==> config.mk <==
export PLATFORM = sky130hd
export DESIGN_NAME = execute_top
export DESIGN_NICKNAME = d
export VERILOG_FILES = /design/src/verilog/execute_pkg.sv /design/src/verilog/issue_if.sv /design/src/verilog/alu.sv /design/src/verilog/multiplier.sv /design/src/verilog/divider.sv /design/src/verilog/issue_latch.sv /design/src/verilog/execute_control.sv /design/src/verilog/result_stage.sv /design/src/verilog/execute_top.sv
export SDC_FILE = /design/constraint.sdc
export NUM_CORES = 2
export LEC_CHECK = 0
export ABC_AREA = 1
export BUFFER_PORTS_ARGS = -buffer_cell sky130_fd_sc_hd__buf_2
export CORE_ASPECT_RATIO = 0.75
export CORE_MARGIN = 1
export CORE_UTILIZATION = 45
export DETAILED_ROUTE_END_ITERATION = 12
export GPL_ROUTABILITY_DRIVEN = 1
export PLACE_DENSITY = 0.64
export REMOVE_ABC_BUFFERS = 1
export SLEW_MARGIN = 10
export SYNTH_ARGS = -nofsm -noshare
export SYNTH_HDL_FRONTEND = slang
export SYNTH_HIERARCHICAL = 1
export SYNTH_SLANG_ARGS = --single-unit
==> constraint.sdc <==
create_clock -name i_clock -period 19.9 [get_ports i_clock]
set_input_delay 0.995 -clock i_clock [delete_from_list [all_inputs] [get_ports i_clock]]
set_output_delay 0.995 -clock i_clock [all_outputs]
set_load 0.005 [all_outputs]
==> src/verilog/execute_pkg.sv <==
`default_nettype none

package execute_pkg;

	// ============================================================
	// Widths
	// ============================================================
	localparam int XLEN = 32;
	localparam int TAG_W = 4;
	localparam int REG_W = 5;
	localparam int CLASS_W = 4;
	localparam int ALUOP_W = 4;
	localparam int SEL_W = 3;
	localparam int STATE_W = 2;

	// Instruction classes, codes 8 and up are invalid
	localparam logic [CLASS_W-1:0] CLS_ARITH = 'd0;
	localparam logic [CLASS_W-1:0] CLS_SHIFT = 'd1;
	localparam logic [CLASS_W-1:0] CLS_COMPARE = 'd2;
	localparam logic [CLASS_W-1:0] CLS_JUMP = 'd3;
	localparam logic [CLASS_W-1:0] CLS_BRANCH = 'd4;
	localparam logic [CLASS_W-1:0] CLS_LOAD = 'd5;
	localparam logic [CLASS_W-1:0] CLS_STORE = 'd6;
	localparam logic [CLASS_W-1:0] CLS_MULDIV = 'd7;

	// ============================================================
	// ALU operations
	// ============================================================
	localparam logic [ALUOP_W-1:0] ALU_ADD = 'd0;
	localparam logic [ALUOP_W-1:0] ALU_SUB = 'd1;
	localparam logic [ALUOP_W-1:0] ALU_AND = 'd2;
	localparam logic [ALUOP_W-1:0] ALU_OR = 'd3;
	localparam logic [ALUOP_W-1:0] ALU_XOR = 'd4;
	localparam logic [ALUOP_W-1:0] ALU_SLL = 'd5;
	localparam logic [ALUOP_W-1:0] ALU_SRL = 'd6;
	localparam logic [ALUOP_W-1:0] ALU_SRA = 'd7;
	localparam logic [ALUOP_W-1:0] ALU_SLT = 'd8;
	localparam logic [ALUOP_W-1:0] ALU_SLTU = 'd9;
	localparam logic [ALUOP_W-1:0] ALU_EQ = 'd10;
	localparam logic [ALUOP_W-1:0] ALU_NE = 'd11;
	localparam logic [ALUOP_W-1:0] ALU_GE = 'd12;
	localparam logic [ALUOP_W-1:0] ALU_GEU = 'd13;

	// Same field, reused for the muldiv class
	localparam logic [ALUOP_W-1:0] MD_MUL = 'd0;
	localparam logic [ALUOP_W-1:0] MD_MULH = 'd1;
	localparam logic [ALUOP_W-1:0] MD_MULHU = 'd2;
	localparam logic [ALUOP_W-1:0] MD_MULHSU = 'd3;
	localparam logic [ALUOP_W-1:0] MD_DIV = 'd4;
	localparam logic [ALUOP_W-1:0] MD_DIVU = 'd5;
	localparam logic [ALUOP_W-1:0] MD_REM = 'd6;
	localparam logic [ALUOP_W-1:0] MD_REMU = 'd7;

	// Operand selectors
	localparam logic [SEL_W-1:0] SEL_ZERO = 'd0;
	localparam logic [SEL_W-1:0] SEL_RS1 = 'd1;
	localparam logic [SEL_W-1:0] SEL_RS2 = 'd2;
	localparam logic [SEL_W-1:0] SEL_PC = 'd3;
	localparam logic [SEL_W-1:0] SEL_IMM = 'd4;

	// Control FSM
	localparam logic [STATE_W-1:0] ST_IDLE = 'd0;
	localparam logic [STATE_W-1:0] ST_MUL_WAIT = 'd1;
	localparam logic [STATE_W-1:0] ST_DIV_RUN = 'd2;

	localparam int DIV_STEPS = 32;
	localparam int DIV_CNT_W = $clog2(DIV_STEPS);

	// Full product, or high and low words
	typedef union packed {
		logic [2*XLEN-1:0] word;
		logic [1:0][XLEN-1:0] half;
	} mul_product_u;

endpackage

`default_nettype wire

==> src/verilog/issue_if.sv <==
`default_nettype none

interface issue_if import execute_pkg::*; ();

	logic pending;
	logic [TAG_W-1:0] tag;
	logic [CLASS_W-1:0] op_class;
	logic [ALUOP_W-1:0] alu_op;
	logic [XLEN-1:0] op1;
	logic [XLEN-1:0] op2;
	logic [XLEN-1:0] rs1;
	logic [XLEN-1:0] rs2;
	logic [XLEN-1:0] pc;
	logic [XLEN-1:0] imm;
	logic [REG_W-1:0] rd;
	logic [1:0] mem_width;
	logic mem_signed;

	// Retire pulse from the control block
	logic done;

	modport issue (
		output pending, tag, op_class, alu_op, op1, op2, rs1, rs2, pc, imm, rd,
		output mem_width, mem_signed,
		input done
	);

	modport exec (
		input pending, tag, op_class, alu_op, op1, op2, rs1, rs2, pc, imm, rd,
		input mem_width, mem_signed,
		output done
	);

endinterface

`default_nettype wire

==> src/verilog/alu.sv <==
`default_nettype none

module alu import execute_pkg::*; (
	input wire [ALUOP_W-1:0] i_op,
	input wire [XLEN-1:0] i_op1,
	input wire [XLEN-1:0] i_op2,
	output logic [XLEN-1:0] o_result,
	output logic [XLEN-1:0] o_sum,
	output logic o_compare
);

	logic [4:0] shamt;

	assign shamt = i_op2[4:0];

	// Address and target adder
	assign o_sum = XLEN'($signed(i_op1) + $signed(i_op2));

	always_comb begin
		case (i_op)
			ALU_SLT: o_compare = $signed(i_op1) < $signed(i_op2);
			ALU_SLTU: o_compare = i_op1 < i_op2;
			ALU_EQ: o_compare = i_op1 == i_op2;
			ALU_NE: o_compare = i_op1 != i_op2;
			ALU_GE: o_compare = $signed(i_op1) >= $signed(i_op2);
			ALU_GEU: o_compare = i_op1 >= i_op2;
			default: o_compare = 1'b0;
		endcase
	end

	always_comb begin
		case (i_op)
			ALU_ADD: o_result = i_op1 + i_op2;
			ALU_SUB: o_result = i_op1 - i_op2;
			ALU_AND: o_result = i_op1 & i_op2;
			ALU_OR: o_result = i_op1 | i_op2;
			ALU_XOR: o_result = i_op1 ^ i_op2;
			ALU_SLL: o_result = i_op1 << shamt;
			ALU_SRL: o_result = i_op1 >> shamt;
			ALU_SRA: o_result = XLEN'($signed(i_op1) >>> shamt);
			ALU_SLT,
			ALU_SLTU,
			ALU_EQ,
			ALU_NE,
			ALU_GE,
			ALU_GEU: o_result = {{(XLEN-1){1'b0}}, o_compare};
			default: o_result = '0;
		endcase
	end

endmodule

`default_nettype wire

==> src/verilog/multiplier.sv <==
`default_nettype none

module multiplier import execute_pkg::*; (
	input wire i_clock,
	input wire i_sign1,
	input wire i_sign2,
	input wire [XLEN-1:0] i_op1,
	input wire [XLEN-1:0] i_op2,
	output mul_product_u o_product
);

	logic signed [XLEN:0] op1_q;
	logic signed [XLEN:0] op2_q;
	logic signed [2*XLEN+1:0] full_product;

	// 33 by 33 covers signed, unsigned and mixed forms
	assign full_product = op1_q * op2_q;

	always_ff @(posedge i_clock) begin
		op1_q <= {i_sign1 & i_op1[XLEN-1], i_op1};
		op2_q <= {i_sign2 & i_op2[XLEN-1], i_op2};
	end

	always_ff @(posedge i_clock) begin
		o_product.word <= full_product[2*XLEN-1:0];
	end

endmodule

`default_nettype wire

==> src/verilog/divider.sv <==
`default_nettype none

module divider import execute_pkg::*; (
	input wire i_clock,
	input wire i_reset,
	input wire i_start,
	input wire i_signed,
	input wire [XLEN-1:0] i_numerator,
	input wire [XLEN-1:0] i_denominator,
	output logic o_done,
	output logic [XLEN-1:0] o_quotient,
	output logic [XLEN-1:0] o_remainder
);

	logic running;
	logic [DIV_CNT_W-1:0] count;
	logic [XLEN-1:0] divisor;
	logic [XLEN-1:0] quo;
	logic [XLEN-1:0] rem;
	logic neg_quotient;
	logic neg_remainder;
	logic [XLEN-1:0] num_mag;
	logic [XLEN-1:0] den_mag;
	logic [XLEN:0] shifted;
	logic [XLEN+1:0] trial;

	assign num_mag = (i_signed && i_numerator[XLEN-1]) ? -i_numerator : i_numerator;
	assign den_mag = (i_signed && i_denominator[XLEN-1]) ? -i_denominator : i_denominator;

	// One restoring step
	assign shifted = {rem, quo[XLEN-1]};
	assign trial = {1'b0, shifted} - {2'b00, divisor};

	always_ff @(posedge i_clock) begin
		if (i_reset) begin
			running <= 1'b0;
			o_done <= 1'b0;
			count <= '0;
		end else if (i_start) begin
			running <= 1'b1;
			o_done <= 1'b0;
			count <= '0;
		end else if (running) begin
			count <= count + 1'b1;
			if (count == DIV_CNT_W'(DIV_STEPS - 1)) begin
				running <= 1'b0;
				o_done <= 1'b1;
			end
		end
	end

	always_ff @(posedge i_clock) begin
		if (i_start) begin
			divisor <= den_mag;
			quo <= num_mag;
			rem <= '0;
			// Zero divisor keeps the all-ones quotient unsigned
			neg_quotient <= i_signed && (i_numerator[XLEN-1] ^ i_denominator[XLEN-1]) &&
				(|i_denominator);
			neg_remainder <= i_signed && i_numerator[XLEN-1];
		end else if (running) begin
			if (!trial[XLEN+1]) begin
				rem <= trial[XLEN-1:0];
				quo <= {quo[XLEN-2:0], 1'b1};
			end else begin
				rem <= shifted[XLEN-1:0];
				quo <= {quo[XLEN-2:0], 1'b0};
			end
		end
	end

	// Most negative by minus one wraps back onto the numerator
	assign o_quotient = neg_quotient ? -quo : quo;
	assign o_remainder = neg_remainder ? -rem : rem;

	assert property (@(posedge i_clock) disable iff (i_reset) running |-> !i_start);

endmodule

`default_nettype wire

==> src/verilog/issue_latch.sv <==
`default_nettype none

module issue_latch import execute_pkg::*; (
	input wire i_clock,
	input wire i_reset,
	input wire i_memory_busy,
	input wire [TAG_W-1:0] i_tag,
	input wire [CLASS_W-1:0] i_class,
	input wire [ALUOP_W-1:0] i_alu_op,
	input wire [SEL_W-1:0] i_sel1,
	input wire [SEL_W-1:0] i_sel2,
	input wire [REG_W-1:0] i_rd,
	input wire [XLEN-1:0] i_pc,
	input wire [XLEN-1:0] i_imm,
	input wire [XLEN-1:0] i_rs1,
	input wire [XLEN-1:0] i_rs2,
	input wire [1:0] i_mem_width,
	input wire i_mem_signed,
	output logic o_busy,
	issue_if.issue ex
);

	logic [TAG_W-1:0] last_tag;
	logic accept;

	function automatic logic [XLEN-1:0] select_operand(
		input logic [SEL_W-1:0] sel,
		input logic [XLEN-1:0] rs1,
		input logic [XLEN-1:0] rs2,
		input logic [XLEN-1:0] pc,
		input logic [XLEN-1:0] imm
	);
		logic [XLEN-1:0] value;
		case (sel)
			SEL_ZERO: value = '0;
			SEL_RS1: value = rs1;
			SEL_RS2: value = rs2;
			SEL_PC: value = pc;
			SEL_IMM: value = imm;
			default: value = '0;
		endcase
		return value;
	endfunction

	// New tag, and the slot is free or emptying on this edge
	assign accept = (i_tag != last_tag) && (!ex.pending || ex.done) && !i_memory_busy;

	assign ex.tag = last_tag;

	// Multicycle work in the latch holds off upstream
	assign o_busy = i_memory_busy || (ex.pending && (ex.op_class == CLS_MULDIV) && !ex.done);

	always_ff @(posedge i_clock) begin
		if (i_reset) begin
			ex.pending <= 1'b0;
			last_tag <= '0;
		end else if (accept) begin
			ex.pending <= 1'b1;
			last_tag <= i_tag;
		end else if (ex.done) begin
			ex.pending <= 1'b0;
		end
	end

	always_ff @(posedge i_clock) begin
		if (accept) begin
			ex.op_class <= i_class;
			ex.alu_op <= i_alu_op;
			ex.op1 <= select_operand(i_sel1, i_rs1, i_rs2, i_pc, i_imm);
			ex.op2 <= select_operand(i_sel2, i_rs1, i_rs2, i_pc, i_imm);
			ex.rs1 <= i_rs1;
			ex.rs2 <= i_rs2;
			ex.pc <= i_pc;
			ex.imm <= i_imm;
			ex.rd <= i_rd;
			ex.mem_width <= i_mem_width;
			ex.mem_signed <= i_mem_signed;
		end
	end

	// Memory stall freezes the slot, retire included
	assert property (@(posedge i_clock) disable iff (i_reset)
		i_memory_busy |=> $stable(ex.tag) && $stable(ex.pending));

endmodule

`default_nettype wire

==> src/verilog/execute_control.sv <==
`default_nettype none

module execute_control import execute_pkg::*; (
	input wire i_clock,
	input wire i_reset,
	issue_if.exec ex,
	input wire i_memory_busy,
	output logic o_capture,
	output logic [XLEN-1:0] o_result,
	output logic [REG_W-1:0] o_inst_rd,
	output logic o_mem_read,
	output logic o_mem_write,
	output logic [XLEN-1:0] o_mem_address,
	output logic o_jump_req,
	output logic [XLEN-1:0] o_jump_pc,
	output logic o_fault_req
);

	logic [STATE_W-1:0] state;
	logic mul_ready;
	logic is_muldiv;
	logic is_div;
	logic div_start;
	logic div_done;
	logic [XLEN-1:0] alu_result;
	logic [XLEN-1:0] alu_sum;
	logic alu_compare;
	mul_product_u product;
	logic [XLEN-1:0] quotient;
	logic [XLEN-1:0] remainder;

	assign is_muldiv = ex.op_class == CLS_MULDIV;
	assign is_div = ex.alu_op inside {MD_DIV, MD_DIVU, MD_REM, MD_REMU};
	assign div_start = (state == ST_IDLE) && ex.pending && is_muldiv && is_div;

	alu u_alu (
		.i_op(ex.alu_op),
		.i_op1(ex.op1),
		.i_op2(ex.op2),
		.o_result(alu_result),
		.o_sum(alu_sum),
		.o_compare(alu_compare)
	);

	multiplier u_multiplier (
		.i_clock(i_clock),
		.i_sign1(ex.alu_op inside {MD_MUL, MD_MULH, MD_MULHSU}),
		.i_sign2(ex.alu_op inside {MD_MUL, MD_MULH}),
		.i_op1(ex.rs1),
		.i_op2(ex.rs2),
		.o_product(product)
	);

	divider u_divider (
		.i_clock(i_clock),
		.i_reset(i_reset),
		.i_start(div_start),
		.i_signed(ex.alu_op inside {MD_DIV, MD_REM}),
		.i_numerator(ex.rs1),
		.i_denominator(ex.rs2),
		.o_done(div_done),
		.o_quotient(quotient),
		.o_remainder(remainder)
	);

	// ============================================================
	// Sequencing
	// ============================================================
	always_comb begin
		case (state)
			ST_IDLE: ex.done = ex.pending && !is_muldiv && !i_memory_busy;
			ST_MUL_WAIT: ex.done = mul_ready && !i_memory_busy;
			ST_DIV_RUN: ex.done = div_done && !i_memory_busy;
			default: ex.done = 1'b0;
		endcase
	end

	assign o_capture = ex.done;

	always_ff @(posedge i_clock) begin
		if (i_reset) begin
			state <= ST_IDLE;
			mul_ready <= 1'b0;
		end else begin
			case (state)
				ST_IDLE: begin
					mul_ready <= 1'b0;
					if (ex.pending && is_muldiv)
						state <= is_div ? ST_DIV_RUN : ST_MUL_WAIT;
				end
				// Second pipeline register fills on the next edge
				ST_MUL_WAIT: begin
					mul_ready <= 1'b1;
					if (ex.done)
						state <= ST_IDLE;
				end
				ST_DIV_RUN: begin
					if (ex.done)
						state <= ST_IDLE;
				end
				default: state <= ST_IDLE;
			endcase
		end
	end

	// ============================================================
	// Result select
	// ============================================================
	assign o_mem_address = alu_sum;
	assign o_inst_rd = (ex.op_class == CLS_LOAD) ? '0 : ex.rd;

	always_comb begin
		o_result = '0;
		o_jump_req = 1'b0;
		o_jump_pc = alu_sum;
		o_mem_read = 1'b0;
		o_mem_write = 1'b0;
		o_fault_req = 1'b0;
		case (ex.op_class)
			CLS_ARITH, CLS_SHIFT, CLS_COMPARE: o_result = alu_result;
			CLS_JUMP: begin
				o_result = ex.pc + XLEN'(4);
				o_jump_req = 1'b1;
			end
			CLS_BRANCH: begin
				o_jump_req = 1'b1;
				o_jump_pc = alu_compare ? ex.pc + ex.imm : ex.pc + XLEN'(4);
			end
			CLS_LOAD: o_mem_read = 1'b1;
			CLS_STORE: begin
				o_mem_write = 1'b1;
				o_result = ex.rs2;
			end
			CLS_MULDIV: begin
				case (ex.alu_op)
					MD_MUL: o_result = product.half[0];
					MD_MULH, MD_MULHU, MD_MULHSU: o_result = product.half[1];
					MD_DIV, MD_DIVU: o_result = quotient;
					MD_REM, MD_REMU: o_result = remainder;
					default: o_result = '0;
				endcase
			end
			default: o_fault_req = 1'b1;
		endcase
	end

	// Retire only ever drains a latched instruction
	assert property (@(posedge i_clock) disable iff (i_reset) ex.done |-> ex.pending);

endmodule

`default_nettype wire

==> src/verilog/result_stage.sv <==
`default_nettype none

module result_stage import execute_pkg::*; (
	input wire i_clock,
	input wire i_reset,
	input wire i_capture,
	input wire [TAG_W-1:0] i_tag,
	input wire [XLEN-1:0] i_result,
	input wire [REG_W-1:0] i_inst_rd,
	input wire i_mem_read,
	input wire i_mem_write,
	input wire [XLEN-1:0] i_mem_address,
	input wire [1:0] i_mem_width,
	input wire i_mem_signed,
	input wire i_jump_req,
	input wire [XLEN-1:0] i_jump_pc,
	input wire i_fault_req,
	output logic [TAG_W-1:0] o_tag,
	output logic [XLEN-1:0] o_rd_value,
	output logic [REG_W-1:0] o_inst_rd,
	output logic o_mem_read,
	output logic o_mem_write,
	output logic [XLEN-1:0] o_mem_address,
	output logic [1:0] o_mem_width,
	output logic o_mem_signed,
	output logic o_jump,
	output logic [XLEN-1:0] o_jump_pc,
	output logic o_fault
);

	always_ff @(posedge i_clock) begin
		if (i_reset) begin
			o_tag <= '0;
			o_mem_read <= 1'b0;
			o_mem_write <= 1'b0;
			o_jump <= 1'b0;
			o_fault <= 1'b0;
		end else begin
			// Jump is a pulse, fault is sticky
			o_jump <= i_capture && i_jump_req;
			if (i_capture) begin
				o_tag <= i_tag;
				o_mem_read <= i_mem_read;
				o_mem_write <= i_mem_write;
				if (i_fault_req)
					o_fault <= 1'b1;
			end
		end
	end

	always_ff @(posedge i_clock) begin
		if (i_capture) begin
			o_rd_value <= i_result;
			o_inst_rd <= i_inst_rd;
			o_mem_address <= i_mem_address;
			o_mem_width <= i_mem_width;
			o_mem_signed <= i_mem_signed;
			o_jump_pc <= i_jump_pc;
		end
	end

endmodule

`default_nettype wire

==> src/verilog/execute_top.sv <==
`default_nettype none

module execute_top import execute_pkg::*; (
	input wire i_clock,
	input wire i_reset,
	input wire i_memory_busy,
	input wire [TAG_W-1:0] i_tag,
	input wire [CLASS_W-1:0] i_class,
	input wire [ALUOP_W-1:0] i_alu_op,
	input wire [SEL_W-1:0] i_sel1,
	input wire [SEL_W-1:0] i_sel2,
	input wire [REG_W-1:0] i_rd,
	input wire [XLEN-1:0] i_pc,
	input wire [XLEN-1:0] i_imm,
	input wire [XLEN-1:0] i_rs1,
	input wire [XLEN-1:0] i_rs2,
	input wire [1:0] i_mem_width,
	input wire i_mem_signed,
	output logic o_busy,
	output logic [TAG_W-1:0] o_tag,
	output logic [XLEN-1:0] o_rd_value,
	output logic [REG_W-1:0] o_inst_rd,
	output logic o_mem_read,
	output logic o_mem_write,
	output logic [XLEN-1:0] o_mem_address,
	output logic [1:0] o_mem_width,
	output logic o_mem_signed,
	output logic o_jump,
	output logic [XLEN-1:0] o_jump_pc,
	output logic o_fault
);

	logic capture;
	logic [XLEN-1:0] result;
	logic [REG_W-1:0] inst_rd;
	logic mem_read;
	logic mem_write;
	logic [XLEN-1:0] mem_address;
	logic jump_req;
	logic [XLEN-1:0] jump_pc;
	logic fault_req;

	issue_if ex_bus ();

	issue_latch u_issue_latch (
		.i_clock(i_clock),
		.i_reset(i_reset),
		.i_memory_busy(i_memory_busy),
		.i_tag(i_tag),
		.i_class(i_class),
		.i_alu_op(i_alu_op),
		.i_sel1(i_sel1),
		.i_sel2(i_sel2),
		.i_rd(i_rd),
		.i_pc(i_pc),
		.i_imm(i_imm),
		.i_rs1(i_rs1),
		.i_rs2(i_rs2),
		.i_mem_width(i_mem_width),
		.i_mem_signed(i_mem_signed),
		.o_busy(o_busy),
		.ex(ex_bus.issue)
	);

	execute_control u_execute_control (
		.i_clock(i_clock),
		.i_reset(i_reset),
		.ex(ex_bus.exec),
		.i_memory_busy(i_memory_busy),
		.o_capture(capture),
		.o_result(result),
		.o_inst_rd(inst_rd),
		.o_mem_read(mem_read),
		.o_mem_write(mem_write),
		.o_mem_address(mem_address),
		.o_jump_req(jump_req),
		.o_jump_pc(jump_pc),
		.o_fault_req(fault_req)
	);

	result_stage u_result_stage (
		.i_clock(i_clock),
		.i_reset(i_reset),
		.i_capture(capture),
		.i_tag(ex_bus.tag),
		.i_result(result),
		.i_inst_rd(inst_rd),
		.i_mem_read(mem_read),
		.i_mem_write(mem_write),
		.i_mem_address(mem_address),
		.i_mem_width(ex_bus.mem_width),
		.i_mem_signed(ex_bus.mem_signed),
		.i_jump_req(jump_req),
		.i_jump_pc(jump_pc),
		.i_fault_req(fault_req),
		.o_tag(o_tag),
		.o_rd_value(o_rd_value),
		.o_inst_rd(o_inst_rd),
		.o_mem_read(o_mem_read),
		.o_mem_write(o_mem_write),
		.o_mem_address(o_mem_address),
		.o_mem_width(o_mem_width),
		.o_mem_signed(o_mem_signed),
		.o_jump(o_jump),
		.o_jump_pc(o_jump_pc),
		.o_fault(o_fault)
	);

endmodule

`default_nettype wire

==> results.py <==
metrics = {
    "setup_path": {
        "required_ns": 20.51,
        "crit_type": "flip-flop to flip-flop",
        "end_kind": "flip-flop",
        "path_max_fanout": 32,
        "worstPathArrival_ns": 9.49,
        "setup.worst_path.start_class": "flip-flop",
    },
    "sta": {
        "max_slew_margin": 0.0536,
        "finClkSkew_ns": 0.0587,
        "fin_tns_setup_ns": 0,
        "period_needed_ns": 8.87,
        "hold_viol_final": 0,
        "drv_slew": 0,
        "tightest_slew_ns": 1.40,
        "fin_crit_sh": 0.446,
        "setup_viol": 0,
        "max_freq_ghz": 0.113,
        "rsz0062_at_grt": "false",
    },
    "clock_network": {
        "cts-htree-levels": 3,
        "ctsResizeCount": 0,
        "clk_pin_slew_ns": 0.07,
        "post-cts-setup-buffers": 0,
        "cts_buffer_depth": 3,
        "cts_root_buf": "clkbuf_16",
        "cts_hold_buf": 0,
        "cts_tree": "built",
        "cts.sinks": 563,
        "cts_buffers": 70,
        "clk_latency_ns": 0.74,
    },
    "route": {
        "drt.antenna.violating_nets": 0,
        "wl_per_cell_um": 27.0,
        "viasPerCell": 5.56,
        "detail_route.first_pass.iterations": 6,
        "wl_um": 357000,
        "drc": 0,
        "vias": 73450,
        "drt_first_iter_violations": 9939,
    },
    "hold_path": {
        "hp-class": "flip-flop to flip-flop",
    },
    "yosys": {
        "synth-seq-cells": 563,
        "synth_top_flop_cell": "edfxtp_1",
        "synth-edff-count": 378,
        "avgSynthCellArea_sq_um": 7.49,
        "synth.cell_area_sq_um": 80500,
        "yosysWarnings": 6,
        "seq_area_frac_synth": 0.187,
        "syn_inst": 10739,
        "yosysUniqueCellTypes": 66,
        "synthArstFlopShare": 0,
    },
    "floorplanning": {
        "core-area_sq_um": 178000,
        "dieHeight_um": 368,
        "die_width_um": 490,
        "initial_utilization": 0.453,
        "rows": 134,
        "num_io_pins": 270,
        "dieArea_sq_um": 181000,
    },
    "global_routing": {
        "met1_usage": 0.602,
        "grt_max_degree": 108,
        "grt.met2_usage": 0.508,
        "grt_pass1_wl_um": 512000,
        "track_usage": 0.395,
        "gr-max-usage-layer": "met1",
        "grt_remaining_overflow": 0,
        "antenna_found_initial": 28,
        "met3_usage": 0.150,
        "grt_pass1_vias": 72243,
    },
    "outcome": {
        "status": "completed",
    },
    "cells_and_area": {
        "finalNetCount": 12443,
        "fill_cells": 17740,
        "area_delta_synth_final_pct": 7.10,
        "drive_gt1_frac": 0.0678,
    },
    "placement": {
        "io_buffers": 269,
        "hpwl_um": 298000,
        "place.gp.congestion": 1.08,
    },
    "flow_run": {
        "maxCapViolCount": 0,
    },
}
[cell usage after synthesis, types with 19 or more instances]
cell	number	area share
xor2_1	163	0.018
o21ai_1	54	0.0034
dfxtp_1	185	0.046
buf_6	36	0.0050
o21bai_1	34	0.0032
a22oi_1	31	0.0029
clkbuf_1	320	0.015
o211ai_1	42	0.0039
nand3_1	492	0.031
o21a_1	22	0.0021
nand2_1	3010	0.14
nor2_2	44	0.0034
buf_4	33	0.0031
and2_1	25	0.0019
ha_1	383	0.060
edfxtp_1	378	0.14
nand2_2	34	0.0026
a31oi_1	33	0.0026
o21ai_0	226	0.014
o22ai_1	149	0.012
or2_1	65	0.0051
xnor2_1	48	0.0052
nand4_1	77	0.0060
inv_1	2515	0.12
or2_2	19	0.0015
buf_2	49	0.0030
fa_1	1129	0.28
nand3_2	19	0.0024
nor2_1	569	0.027
nor3_1	62	0.0039
inv_2	25	0.0012
nor4_1	22	0.0017
a21oi_1	288	0.018
[registers in the layout, indices dropped and copies added (netlist names), 32 cells and up]
| name | flops |
|---|---|
| u_execute_control/u_divider/divisor | 32 |
| u_execute_control/u_divider/quo | 32 |
| u_execute_control/u_divider/rem | 32 |
| u_execute_control/u_multiplier/o_product | 64 |
| u_execute_control/u_multiplier/op1_q | 33 |
| u_execute_control/u_multiplier/op2_q | 33 |
| u_issue_latch/ex.imm | 32 |
| u_issue_latch/ex.op1 | 32 |
| u_issue_latch/ex.op2 | 32 |
| u_issue_latch/ex.pc | 32 |
| u_issue_latch/ex.rs1 | 32 |
| u_issue_latch/ex.rs2 | 32 |
| u_result_stage/o_jump_pc | 32 |
| u_result_stage/o_mem_address | 32 |
| u_result_stage/o_rd_value | 32 |
[per-stage QoR]
step                      hold WS (ns)  cell area [sq um]  cells  utilization  setup WS (ns)
final                            0.425              86200  13219        0.485          11.03
after global routing             0.432              86200  13209        0.485          10.50
after CTS                        0.413              86200  13209        0.485          11.11
after detailed placement         0.413              83800  13082        0.471          11.13
after global placement           0.401              83800  13082        0.471          11.14
after floorplan                  0.348              78300  10289            -           8.40
[worst paths after layout]
path / cells after the start / slack (ns) / from / endpoint
max: 23 / 11.03 / u_execute_control/u_multiplier/op1_q[32] / u_execute_control/u_multiplier/o_product[61]
min: 0 / 0.42 / u_issue_latch/ex.mem_width[1] / u_result_stage/o_mem_width[1]
max reg2reg: 23 / 11.03 / u_execute_control/u_multiplier/op1_q[32] / u_execute_control/u_multiplier/o_product[61]
min reg2reg: 0 / 0.42 / u_issue_latch/ex.mem_width[1] / u_result_stage/o_mem_width[1]
[kinds of logic (layout without fill, tap and decap cells)]
family          after synthesis  after routing  share of synthesized area
other cells                   0             10                          0
flops                       563            563                      0.187
simple gates               4492           4492                      0.233
mux                           7              7                   0.000871
fa+ha+maj                  1512           1512                      0.340
xor+xnor                    211            211                     0.0230
compound gates              962            962                     0.0707
buf+inv                    2992           3082                      0.145
[cells in the final DEF (no fill, tap or decap), types with 25 or more instances in the layout]
cell type / count
a21oi_1: 288
a22oi_1: 31
a31oi_1: 33
and2_1: 25
buf_2: 269
buf_4: 144
clkbuf_16: 72
dfxtp_1: 181
edfxtp_1: 378
fa_1: 1129
ha_1: 383
inv_1: 2514
inv_2: 26
nand2_1: 3010
nand2_2: 34
nand3_1: 492
nand4_1: 77
nor2_1: 566
nor2_2: 46
nor3_1: 62
o211ai_1: 42
o21ai_0: 226
o21ai_1: 54
o21bai_1: 34
o22ai_1: 149
or2_1: 65
xnor2_1: 48
xor2_1: 163
[metal layers]
layer / up-vias / part of all wire
met2: 4428 / 0.37
met3: 489 / 0.14
met4: 20 / 0.029
li1: 32388 / -
met5: - / 0.00090
met1: 36125 / 0.45
[final cells by class]
class                   instances  area [sq um]  share of cell area
clock buffers                  89          1940              0.0225
inverters                    2542          9550               0.111
repair buffers                413          2430              0.0282
clock inverters                38           465             0.00540
multi-input cells            7184         53700               0.624
flip-flops and latches        563         15100               0.175
diodes                         10          25.0            0.000290
well taps                    2380          2980              0.0346
[worst max-delay path, cell delays in order (launching register included)]
cell	delay [ns]
dfxtp_2	0.93
nand2_1	0.21
inv_1	0.17
fa_1	0.49
fa_1	0.57
fa_1	0.51
buf_4	0.25
inv_1	0.16
fa_1	0.81
inv_1	0.37
fa_1	0.56
fa_1	0.50
fa_1	0.50
inv_1	0.05
fa_1	0.47
inv_1	0.04
ha_1	0.50
nand2_1	0.14
nor2_1	0.20
nand2_1	0.19
nor3_1	0.59
nand3_1	0.33
nand4_1	0.15
nand2_1	0.06
Power is not shown: default switching activity piles up to over one toggle a cycle in this logic, so the estimate is an artifact.
